<file path="config.mk">
export PLATFORM = sky130hd
export DESIGN_NAME = ifu_top
export DESIGN_NICKNAME = d
export VERILOG_FILES = /design/src/ifu_pkg.sv /design/src/fetch_pair_if.sv /design/src/issue_pair_if.sv /design/src/ifu_top.sv /design/src/inst_fifo.sv /design/src/issue_ctrl.sv /design/src/wb_fetch_unit.sv
export SDC_FILE = /design/constraint.sdc
export NUM_CORES = 2
export LEC_CHECK = 0
export BUFFER_PORTS_ARGS = -buffer_cell sky130_fd_sc_hd__buf_4
export CORE_MARGIN = 8
export CORE_UTILIZATION = 55
export CTS_BUF_LIST = sky130_fd_sc_hd__clkbuf_2
export CTS_CLUSTER_DIAMETER = 100
export CTS_CLUSTER_SIZE = 8
export DETAILED_ROUTE_END_ITERATION = 10
export PLACE_DENSITY = 0.72
export RECOVER_POWER = 100
export REMOVE_ABC_BUFFERS = 1
export SYNTH_ARGS = -nofsm -noshare
export SYNTH_HDL_FRONTEND = slang
export SYNTH_SLANG_ARGS = --single-unit
export TNS_END_PERCENT = 5
</file>
<file path="constraint.sdc">
create_clock -name clk -period 12.5 [get_ports clk]
set_clock_uncertainty 0.15 [all_clocks]
set_input_delay 1.875 -clock clk [delete_from_list [all_inputs] [get_ports clk]]
set_output_delay 1.875 -clock clk [all_outputs]
set_load 0.02 [all_outputs]
</file>
<file path="src/ifu_pkg.sv">
`default_nettype none

package ifu_pkg;

    // one instruction or one byte address
    typedef logic [31:0] word_t;

    // primary opcodes the front end cares about
    typedef enum logic [5:0] {
        SPECIAL = 6'h00,
        REGIMM  = 6'h01,
        J       = 6'h02,
        JAL     = 6'h03,
        BEQ     = 6'h04,
        BNE     = 6'h05,
        BLEZ    = 6'h06,
        BGTZ    = 6'h07
    } op_e;

    // same 32 bits seen as register format or immediate format
    typedef union packed {
        struct packed {
            op_e        opcode;
            logic [4:0] rs;
            logic [4:0] rt;
            logic [4:0] rd;
            logic [4:0] shamt;
            logic [5:0] funct;
        } r_fmt;
        struct packed {
            op_e         opcode;
            logic [4:0]  rs;
            logic [4:0]  rt;
            logic [15:0] imm;
        } i_fmt;
    } instr_u;

    // register jumps under SPECIAL
    localparam logic [5:0] FUNCT_JR   = 6'h08;
    localparam logic [5:0] FUNCT_JALR = 6'h09;

    // rt codes of the REGIMM branches
    localparam logic [4:0] RT_BLTZ   = 5'h00;
    localparam logic [4:0] RT_BGEZ   = 5'h01;
    localparam logic [4:0] RT_BLTZAL = 5'h10;
    localparam logic [4:0] RT_BGEZAL = 5'h11;

    // first fetch address after reset
    localparam word_t RESET_PC = 32'h0000_0000;

endpackage

`default_nettype wire

</file>
<file path="src/fetch_pair_if.sv">
`timescale 1ns/1ps
`default_nettype none

interface fetch_pair_if import ifu_pkg::*; ();

    // write strobes, en2 only ever with en1
    logic  wr_en1;
    logic  wr_en2;

    // older word goes in slot 1
    word_t wr_pc1;
    word_t wr_pc2;
    word_t wr_inst1;
    word_t wr_inst2;

    modport producer (
        output wr_en1,
        output wr_en2,
        output wr_pc1,
        output wr_pc2,
        output wr_inst1,
        output wr_inst2
    );

    modport consumer (
        input wr_en1,
        input wr_en2,
        input wr_pc1,
        input wr_pc2,
        input wr_inst1,
        input wr_inst2
    );

endinterface

`default_nettype wire

</file>
<file path="src/issue_pair_if.sv">
`timescale 1ns/1ps
`default_nettype none

interface issue_pair_if import ifu_pkg::*; (
    input logic clk
);

    // queue head, slot 1 is the older entry
    word_t      head_inst1;
    word_t      head_inst2;
    word_t      head_pc1;
    word_t      head_pc2;
    // readable entries, 0 to 2
    logic [1:0] avail;
    logic       in_delay_slot;

    // pop requests back from the issuer
    logic       rd_en1;
    logic       rd_en2;
    // master word is a branch or jump
    logic       master_cti;

    modport queue (
        output head_inst1, head_inst2, head_pc1, head_pc2,
        output avail, in_delay_slot,
        input  rd_en1, rd_en2, master_cti
    );

    modport issuer (
        input  clk,
        input  head_inst1, head_inst2, head_pc1, head_pc2,
        input  avail, in_delay_slot,
        output rd_en1, rd_en2, master_cti
    );

endinterface

`default_nettype wire

</file>
<file path="src/ifu_top.sv">
`timescale 1ns/1ps
`default_nettype none

module ifu_top import ifu_pkg::*; #(
    parameter int FIFO_DEPTH = 16
) (
    input  logic  clk,
    input  logic  fifo_rst,

    // wishbone classic master
    output logic  wb_cyc,
    output logic  wb_stb,
    output word_t wb_adr,
    input  word_t wb_dat_i,
    input  logic  wb_ack,

    // redirect handshake
    input  logic  redirect_valid,
    input  word_t redirect_pc,
    output logic  redirect_ready,

    // issue
    input  logic  issue_ready,
    output logic  issue_valid1,
    output logic  issue_valid2,
    output word_t issue_inst1,
    output word_t issue_inst2,
    output word_t issue_pc1,
    output word_t issue_pc2,
    output logic  issue_in_delay_slot
);

    logic flush;
    logic room;

    // redirect taken only when the queue can give up its contents
    assign flush = redirect_valid && redirect_ready;

    fetch_pair_if fetch_bus ();
    issue_pair_if issue_bus (.clk(clk));

    wb_fetch_unit u_fetch (
        .clk      (clk),
        .fifo_rst (fifo_rst),
        .wb_cyc   (wb_cyc),
        .wb_stb   (wb_stb),
        .wb_adr   (wb_adr),
        .wb_dat_i (wb_dat_i),
        .wb_ack   (wb_ack),
        .flush    (flush),
        .flush_pc (redirect_pc),
        .room     (room),
        .fetch    (fetch_bus.producer)
    );

    inst_fifo #(
        .FIFO_DEPTH (FIFO_DEPTH)
    ) u_fifo (
        .clk            (clk),
        .fifo_rst       (fifo_rst),
        .flush          (flush),
        .redirect_ready (redirect_ready),
        .room           (room),
        .fetch          (fetch_bus.consumer),
        .issue          (issue_bus.queue)
    );

    issue_ctrl u_issue (
        .issue_ready         (issue_ready),
        .issue_valid1        (issue_valid1),
        .issue_valid2        (issue_valid2),
        .issue_inst1         (issue_inst1),
        .issue_inst2         (issue_inst2),
        .issue_pc1           (issue_pc1),
        .issue_pc2           (issue_pc2),
        .issue_in_delay_slot (issue_in_delay_slot),
        .issue               (issue_bus.issuer)
    );

endmodule

`default_nettype wire

</file>
<file path="src/inst_fifo.sv">
`timescale 1ns/1ps
`default_nettype none

module inst_fifo import ifu_pkg::*; #(
    // power of two, at least 4
    parameter int FIFO_DEPTH = 16
) (
    input  logic clk,
    input  logic fifo_rst,
    input  logic flush,

    output logic redirect_ready,
    output logic room,

    fetch_pair_if.consumer fetch,
    issue_pair_if.queue    issue
);

    localparam int PTR_W = $clog2(FIFO_DEPTH);
    localparam int CNT_W = PTR_W + 1;

    // ring storage
    word_t inst_mem [FIFO_DEPTH];
    word_t pc_mem   [FIFO_DEPTH];

    logic [PTR_W-1:0] rd_ptr;
    logic [PTR_W-1:0] wr_ptr;
    logic [CNT_W-1:0] count;

    // delay slot kept across a flush
    logic  save_valid;
    word_t save_inst;
    word_t save_pc;

    // master issued last was a lone branch
    logic ds_q;

    logic [1:0]       push_n;
    logic [1:0]       pop_n;
    logic             ring_pop;
    logic             ds_d;
    logic             keep_save;
    logic [PTR_W-1:0] ds_ptr;
    logic             ds_in_ring;

    // saved word sits in front of the ring
    assign ring_pop = issue.rd_en1 && !save_valid;
    assign push_n   = fetch.wr_en1 ? (fetch.wr_en2 ? 2'd2 : 2'd1) : 2'd0;
    assign pop_n    = ring_pop ? (issue.rd_en2 ? 2'd2 : 2'd1) : 2'd0;

    // flag as it will stand after this edge
    assign ds_d = issue.rd_en1 ? (issue.master_cti && !issue.rd_en2) : ds_q;

    // where the pending delay slot lives after this edge's pops
    assign keep_save  = save_valid && !issue.rd_en1;
    assign ds_ptr     = rd_ptr + PTR_W'(pop_n);
    assign ds_in_ring = count > CNT_W'(pop_n);

    // no flush while a delay slot is owed but not yet fetched
    assign redirect_ready = !ds_d || keep_save || ds_in_ring;

    // two free entries for a whole pair
    assign room = count <= CNT_W'(FIFO_DEPTH - 2);

    // head view
    assign issue.head_inst1    = save_valid ? save_inst : inst_mem[rd_ptr];
    assign issue.head_pc1      = save_valid ? save_pc : pc_mem[rd_ptr];
    assign issue.head_inst2    = inst_mem[rd_ptr + PTR_W'(1)];
    assign issue.head_pc2      = pc_mem[rd_ptr + PTR_W'(1)];
    assign issue.in_delay_slot = ds_q;

    // saved word always goes alone
    always_comb begin
        if (save_valid) begin
            issue.avail = 2'd1;
        end else if (count >= CNT_W'(2)) begin
            issue.avail = 2'd2;
        end else begin
            issue.avail = count[1:0];
        end
    end

    // storage writes
    always_ff @(posedge clk) begin
        if (fetch.wr_en1) begin
            inst_mem[wr_ptr] <= fetch.wr_inst1;
            pc_mem[wr_ptr]   <= fetch.wr_pc1;
        end
        if (fetch.wr_en2) begin
            inst_mem[wr_ptr + PTR_W'(1)] <= fetch.wr_inst2;
            pc_mem[wr_ptr + PTR_W'(1)]   <= fetch.wr_pc2;
        end
    end

    // flush empties the ring pointers and count
    always_ff @(posedge clk) begin
        if (fifo_rst || flush) begin
            rd_ptr <= '0;
            wr_ptr <= '0;
            count  <= '0;
        end else begin
            wr_ptr <= wr_ptr + PTR_W'(push_n);
            rd_ptr <= rd_ptr + PTR_W'(pop_n);
            count  <= count + CNT_W'(push_n) - CNT_W'(pop_n);
        end
    end

    // delay slot flag
    always_ff @(posedge clk) begin
        if (fifo_rst) begin
            ds_q <= 1'b0;
        end else begin
            ds_q <= ds_d;
        end
    end

    // save register control
    always_ff @(posedge clk) begin
        if (fifo_rst) begin
            save_valid <= 1'b0;
        end else if (flush) begin
            // owed delay slot survives the flush
            save_valid <= ds_d;
        end else if (save_valid && issue.rd_en1) begin
            save_valid <= 1'b0;
        end
    end

    // copy the delay slot out of the ring before it is cleared
    always_ff @(posedge clk) begin
        if (flush && ds_d && !keep_save) begin
            save_inst <= inst_mem[ds_ptr];
            save_pc   <= pc_mem[ds_ptr];
        end
    end

    a_count_bound : assert property (
        @(posedge clk) disable iff (fifo_rst)
        count <= CNT_W'(FIFO_DEPTH)
    );

    // issuer must respect avail
    a_no_empty_pop : assert property (
        @(posedge clk) disable iff (fifo_rst)
        issue.rd_en1 |-> issue.avail != 2'd0
    );

endmodule

`default_nettype wire

</file>
<file path="src/issue_ctrl.sv">
`timescale 1ns/1ps
`default_nettype none

module issue_ctrl import ifu_pkg::*; (
    // downstream takes up to two this cycle
    input  logic  issue_ready,

    output logic  issue_valid1,
    output logic  issue_valid2,
    output word_t issue_inst1,
    output word_t issue_inst2,
    output word_t issue_pc1,
    output word_t issue_pc2,
    output logic  issue_in_delay_slot,

    issue_pair_if.issuer issue
);

    instr_u master_word;
    instr_u slave_word;
    logic   master_cti;
    logic   slave_cti;
    logic   rd_en1;
    logic   rd_en2;

    // branch, jump or register jump
    function automatic logic is_cti(instr_u ins);
        logic cti;
        cti = 1'b0;
        case (ins.i_fmt.opcode)
            BEQ, BNE, BLEZ, BGTZ, J, JAL: begin
                cti = 1'b1;
            end
            REGIMM: begin
                // regimm branches picked by rt
                cti = ins.i_fmt.rt inside {RT_BLTZ, RT_BGEZ, RT_BLTZAL, RT_BGEZAL};
            end
            SPECIAL: begin
                // jr and jalr picked by funct
                cti = ins.r_fmt.funct inside {FUNCT_JR, FUNCT_JALR};
            end
            default: begin
                cti = 1'b0;
            end
        endcase
        return cti;
    endfunction

    assign master_word = instr_u'(issue.head_inst1);
    assign slave_word  = instr_u'(issue.head_inst2);
    assign master_cti  = is_cti(master_word);
    assign slave_cti   = is_cti(slave_word);

    // master goes whenever something is there
    assign rd_en1 = issue_ready && (issue.avail != 2'd0);
    // a branch never takes the slave slot
    // avail stays at 1 while the saved delay slot is at the head
    assign rd_en2 = rd_en1 && (issue.avail == 2'd2) && !slave_cti;

    assign issue.rd_en1     = rd_en1;
    assign issue.rd_en2     = rd_en2;
    assign issue.master_cti = master_cti;

    // outputs straight off the queue head
    assign issue_valid1        = rd_en1;
    assign issue_valid2        = rd_en2;
    assign issue_inst1         = issue.head_inst1;
    assign issue_inst2         = issue.head_inst2;
    assign issue_pc1           = issue.head_pc1;
    assign issue_pc2           = issue.head_pc2;
    assign issue_in_delay_slot = issue.in_delay_slot && rd_en1;

    a_slave_needs_master : assert property (
        @(posedge issue.clk)
        rd_en2 |-> rd_en1
    );

    // lone branch leaves the queue owing a delay slot
    a_lone_branch_marks_slot : assert property (
        @(posedge issue.clk)
        rd_en1 && master_cti && !rd_en2 |=> issue.in_delay_slot
    );

endmodule

`default_nettype wire

</file>
<file path="src/wb_fetch_unit.sv">
`timescale 1ns/1ps
`default_nettype none

module wb_fetch_unit import ifu_pkg::*; (
    input  logic  clk,
    input  logic  fifo_rst,

    // wishbone classic, read only
    output logic  wb_cyc,
    output logic  wb_stb,
    output word_t wb_adr,
    input  word_t wb_dat_i,
    input  logic  wb_ack,

    // redirect
    input  logic  flush,
    input  word_t flush_pc,

    // at least two free queue entries
    input  logic  room,

    fetch_pair_if.producer fetch
);

    logic  cyc_q;
    logic  stb_q;
    // address of the read in flight or the next one
    word_t pc_q;

    // first word of an aligned pair waits here
    logic  hold_valid;
    word_t hold_inst;

    logic  take;
    logic  odd_word;

    // an ack only counts for our own open cycle
    assign take     = stb_q && wb_ack && !flush;
    assign odd_word = pc_q[2];

    assign wb_cyc = cyc_q;
    assign wb_stb = stb_q;
    assign wb_adr = pc_q;

    // bus control and pc
    always_ff @(posedge clk) begin
        if (fifo_rst) begin
            cyc_q      <= 1'b0;
            stb_q      <= 1'b0;
            pc_q       <= RESET_PC;
            hold_valid <= 1'b0;
        end else if (flush) begin
            // abandon any open cycle and restart from the target
            cyc_q      <= 1'b0;
            stb_q      <= 1'b0;
            pc_q       <= {flush_pc[31:2], 2'b00};
            hold_valid <= 1'b0;
        end else if (stb_q) begin
            if (wb_ack) begin
                // end of transfer with one idle cycle after
                cyc_q      <= 1'b0;
                stb_q      <= 1'b0;
                pc_q       <= pc_q + 32'd4;
                hold_valid <= !odd_word;
            end
        end else if (room) begin
            // new read only with space for a full pair
            cyc_q <= 1'b1;
            stb_q <= 1'b1;
        end
    end

    // even word parks until its partner arrives
    always_ff @(posedge clk) begin
        if (take && !odd_word) begin
            hold_inst <= wb_dat_i;
        end
    end

    // odd word closes the pair
    // without a held word this is a lone write from an odd redirect
    assign fetch.wr_en1   = take && odd_word;
    assign fetch.wr_en2   = take && odd_word && hold_valid;
    assign fetch.wr_inst1 = hold_valid ? hold_inst : wb_dat_i;
    assign fetch.wr_pc1   = hold_valid ? {pc_q[31:3], 3'b000} : pc_q;
    assign fetch.wr_inst2 = wb_dat_i;
    assign fetch.wr_pc2   = pc_q;

    // classic bus rules seen from the master
    a_stb_has_cyc : assert property (
        @(posedge clk) disable iff (fifo_rst)
        wb_stb |-> wb_cyc
    );

endmodule

`default_nettype wire

</file>
==> impl_metrics.yaml <==
synthesis:
  synthSimpleGateAreaFrac_pct: 2.718
  synth_edf_count: 1086
  ys_seq_elements: 1134
  ys_seq_area_share_pct: 51.15
  synthAdderAreaFrac_pct: 0.4270
  synthMuxAreaShare_pct: 41.31
  syn_area_per_cell_sq_um: 18.16
  postSynthCellCount: 3615
  async_reset_ff_share_pct: 0
  synth_warnings: 0
  synth.distinct_cells: 60
  synthFlopType: "edfxtp_1"
  netlist_area_sq_um: 65630
  synth_compound_area_share_pct: 1.191
  synth_xor_area_share_pct: 0.5204
  synth_top_family_by_area: "multiplexers"
setup_path:
  crit_path_max_incr_delay_ns: 2.93
  cp-start-kind: "flop"
  path_delay_family: "buffers and inverters"
  cp-end-kind: "flop"
  path_class: "reg -> reg"
  path_cells: "clkbuf_2 -> mux4_2 -> o22ai_1 -> a221oi_1 -> a211o_1 -> o311ai_0 -> o211ai_1 -> o211ai_4 -> buf_4 -> nand4_1 -> clkbuf_1 -> mux2_2"
  crit_slowest_cell: "clkbuf_2"
  critPathRequiredTime_ns: 13.60
  worst-path-buf-inv: 3
  crit_fanout: 105
  cp.arrival_ns: 12.05
die:
  floorplan.initialDensity_pct: 55.51
  die_w_um: 361.4
  die_area_sq_um: 130600
  die_h_um: 361.4
  std_cell_rows: 126
  ios: 235
  core_area_sq_um: 118200
global_routing:
  grt_util_all_layers_pct: 30.20
  grt_start_max_net_pins: 123
  grt_pass1_vias: 41310
  grt_first_pass_wirelength_um: 287700
  grt_overflow_total: 0
  antenna_found_initial: 12
final_layout:
  fin_nets: 3808
  instances_no_fill: 5356
  finalInstanceArea_sq_um: 69020
  drive_gt1_share_pct: 47.06
  area_growth_pct: 5.159
detailed_routing:
  drc: 0
  viasPerCell: 7.496
  vias: 40150
  drtPass1Iterations: 5
  antenna_left: 0
  dr.first_iter.drc_count: 5211
  wl_per_cell_um: 37.36
  finalWirelength_um: 200100
sta:
  rsz0062_at_grt: "false"
  hold_viol_final: 0
  maxSlewHeadroom_pct: -208.6
  finalCritPeriodShare_pct: 87.65
  max_freq_ghz: 0.09127
  drv_slew: 1319
  layout_min_cycle_time_ns: 10.96
  worst_slew_pin_slew_ns: 4.629
  setup_tns_ns: 0
  setup_viol: 0
placement:
  dp.cells: 5094
  hpwl_um: 107100
  placed_area_sq_um: 68690
  gp_congestion: 0.8291
  io_buffers: 226
cts:
  hold_buffers: 0
  clock_path_buffers: 3
  ctsRootBufferMaster: "clkbuf_2"
  cts_buffers: 159
  tritoncts: "yes"
  post_cts.repair.setup_buffers: 0
  clkTransAtPathRegs_ns: 0.16
  numClockSinks: 1134
  cts_resized: 0
  htreeDepth: 4
  clock_latency_ns: 1.62
worst_hold_path:
  hold_path.class: "reg -> reg"
power:
  ir_drop_v: 0.0002137
  powerDensity_nw_per_um2: 146.3
  p_sw_share_pct: 32.14
  clkPwrFrac_pct: 18.8
  p_comb_share_pct: 38.2
  power.leakage_nw: 21.03
  power_switching_mw: 3.246
  p_seq_share_pct: 43.0
  total_power_mw: 10.10
  p_int_mw: 6.852
run_status:
  status: "finished, violations left"
  failed_checks: "max-capacitance violations, max-slew violations"
flow_run:
  maxCapViolCount: 42
-- per-layer routing --
metal	share of wire (%)	GRT usage [%]
met3	11	6.706
met5	0.030	0
met2	48	49.00
met1	36	39.53
met4	4.7	13.15
-- metrics by stage --
step	util (%)	setup slack, ns	hold slack, ns
after floorplan	-	-23.27	0.3835
after global placement	58.10	3.605	0.3153
after detailed placement	58.10	3.452	0.3177
after CTS	59.22	2.589	0.2500
after global routing	58.36	1.155	0.2868
final	58.37	1.544	0.3283
-- synthesized netlist by cell type (5+ instances only) --
| cell | number | area, sq um |
|---|---|---|
| mux2_2 | 530 | 5968 |
| inv_1 | 29 | 108.9 |
| nor3_1 | 7 | 35.03 |
| o22ai_1 | 5 | 31.28 |
| xor2_1 | 22 | 192.7 |
| and3_1 | 9 | 56.30 |
| xnor2_1 | 17 | 148.9 |
| nor2b_1 | 11 | 68.82 |
| buf_6 | 14 | 157.7 |
| mux4_2 | 891 | 20070 |
| a211oi_1 | 32 | 240.2 |
| dfxtp_1 | 48 | 960.9 |
| and2_1 | 6 | 37.54 |
| nor2_1 | 89 | 334.1 |
| a21oi_1 | 19 | 95.09 |
| nand2b_1 | 9 | 56.30 |
| nand2_1 | 184 | 690.7 |
| ha_1 | 16 | 200.2 |
| buf_4 | 13 | 97.59 |
| buf_2 | 66 | 330.3 |
| buf_1 | 87 | 326.6 |
| nand3_1 | 25 | 125.1 |
| nand4_4 | 7 | 148.9 |
| edfxtp_1 | 1086 | 32610 |
| clkbuf_1 | 193 | 724.4 |
| a221oi_1 | 6 | 52.55 |
| and4_1 | 6 | 52.55 |
| mux2i_1 | 76 | 760.7 |
| mux2_1 | 28 | 315.3 |
| nand4_1 | 11 | 68.82 |
| o21ai_0 | 25 | 125.1 |
-- area by class of cell --
cell class,count,area [sq um]
Sequential cell,1134,33590
Timing Repair Buffer,312,1699
Antenna cell,16,40.04
Inverter,31,123.9
Clock inverter,12,157.7
Multi-Input combinational cell,2081,30320
Clock buffer,234,1171
Fill cell,8880,49220
Tap cell,1536,1922
-- flip-flops by register name, summed over array words and instances, names as in the netlist --
register                    cells
u_fifo.save_inst               32
u_fifo.wr_ptr                   4
u_fifo.rd_ptr                   4
u_fetch.fetch.wr_pc2           30
u_fifo.save_valid               1
u_fifo.issue.in_delay_slot      1
u_fifo.pc_mem                 480
u_fifo.count                    5
u_fifo.inst_mem               512
u_fifo.save_pc                 30
u_fetch.wb_stb                  1
u_fetch.wb_cyc                  1
u_fetch.hold_inst              32
u_fetch.hold_valid              1
-- power groups by stage --
| stage | clock network (mW) | registers [mW] | logic, mW |
|---|---|---|---|
| finish | 1.90 | 4.35 | 3.86 |
| global route | 2.06 | 4.35 | 4.09 |
| CTS | 1.94 | 4.34 | 3.94 |
| detailed placement | 0 | 4.43 | 3.93 |
| global placement | 0 | 4.42 | 3.87 |
| floorplan | 0 | 4.54 | 4.33 |
-- tightest hold or removal path, delay by kind of cell (launching register included) --
kind            cells  cell delay (ns)
compound gates      1             0.05
simple gates        1             0.06
flops               1             0.34
-- cells in the final DEF, fill, tap and decap left out, types with 3 or more instances in the layout --
cell type	Yosys	routed
nor3b_1	3	3
buf_12	0	12
a32oi_1	4	4
a21oi_1	19	19
mux2i_1	76	76
nand2b_1	9	9
a211oi_1	32	32
mux2_2	530	526
xor2_1	22	21
mux4_2	891	891
nand3_1	25	28
a211o_1	3	3
nand2_1	184	184
a221oi_1	6	6
edfxtp_1	1086	1086
clkbuf_1	193	208
xnor2_1	17	15
fa_1	4	4
ha_1	16	14
nand4_1	11	17
and4_1	6	6
inv_2	1	5
nor2_4	0	5
bufinv_16	0	4
nor3_1	7	7
and2_1	6	6
clkbuf_2	1	239
diode_2	0	16
o22ai_1	5	5
dfxtp_4	0	4
conb_1	1	6
nor2b_1	11	11
and3_1	9	8
nor2_1	89	84
dfxtp_1	48	43
inv_1	29	28
o21ai_0	25	26
a21o_1	3	3
mux2_1	28	32
buf_4	13	87
-- cells by family after synthesis --
logic type               Yosys count
other                              1
buffers and inverters            405
adder cells (fa/ha/maj)           20
AND/OR/NAND/NOR                  377
multiplexers                    1525
flip-flops                      1134
AO/OA/AOI/OAI                    114
XOR/XNOR                          39
-- worst paths after layout --
path / startpoint / to / slack [ns] / cells past startpoint
setup / recovery: u_fifo.rd_ptr[1]$_SDFF_PP0_ / u_fifo.inst_mem[10][0]$_DFFE_PP_ / 1.54 / 12
hold / removal: u_fetch.wb_cyc$_SDFFE_PP0P_ / u_fetch.wb_cyc$_SDFFE_PP0P_ / 0.33 / 2
setup reg to reg: u_fifo.rd_ptr[1]$_SDFF_PP0_ / u_fifo.inst_mem[10][0]$_DFFE_PP_ / 1.54 / 12
hold reg to reg: u_fetch.wb_cyc$_SDFFE_PP0P_ / u_fetch.wb_cyc$_SDFFE_PP0P_ / 0.33 / 2
No activity file was read; power rests on OpenSTA's default activity.
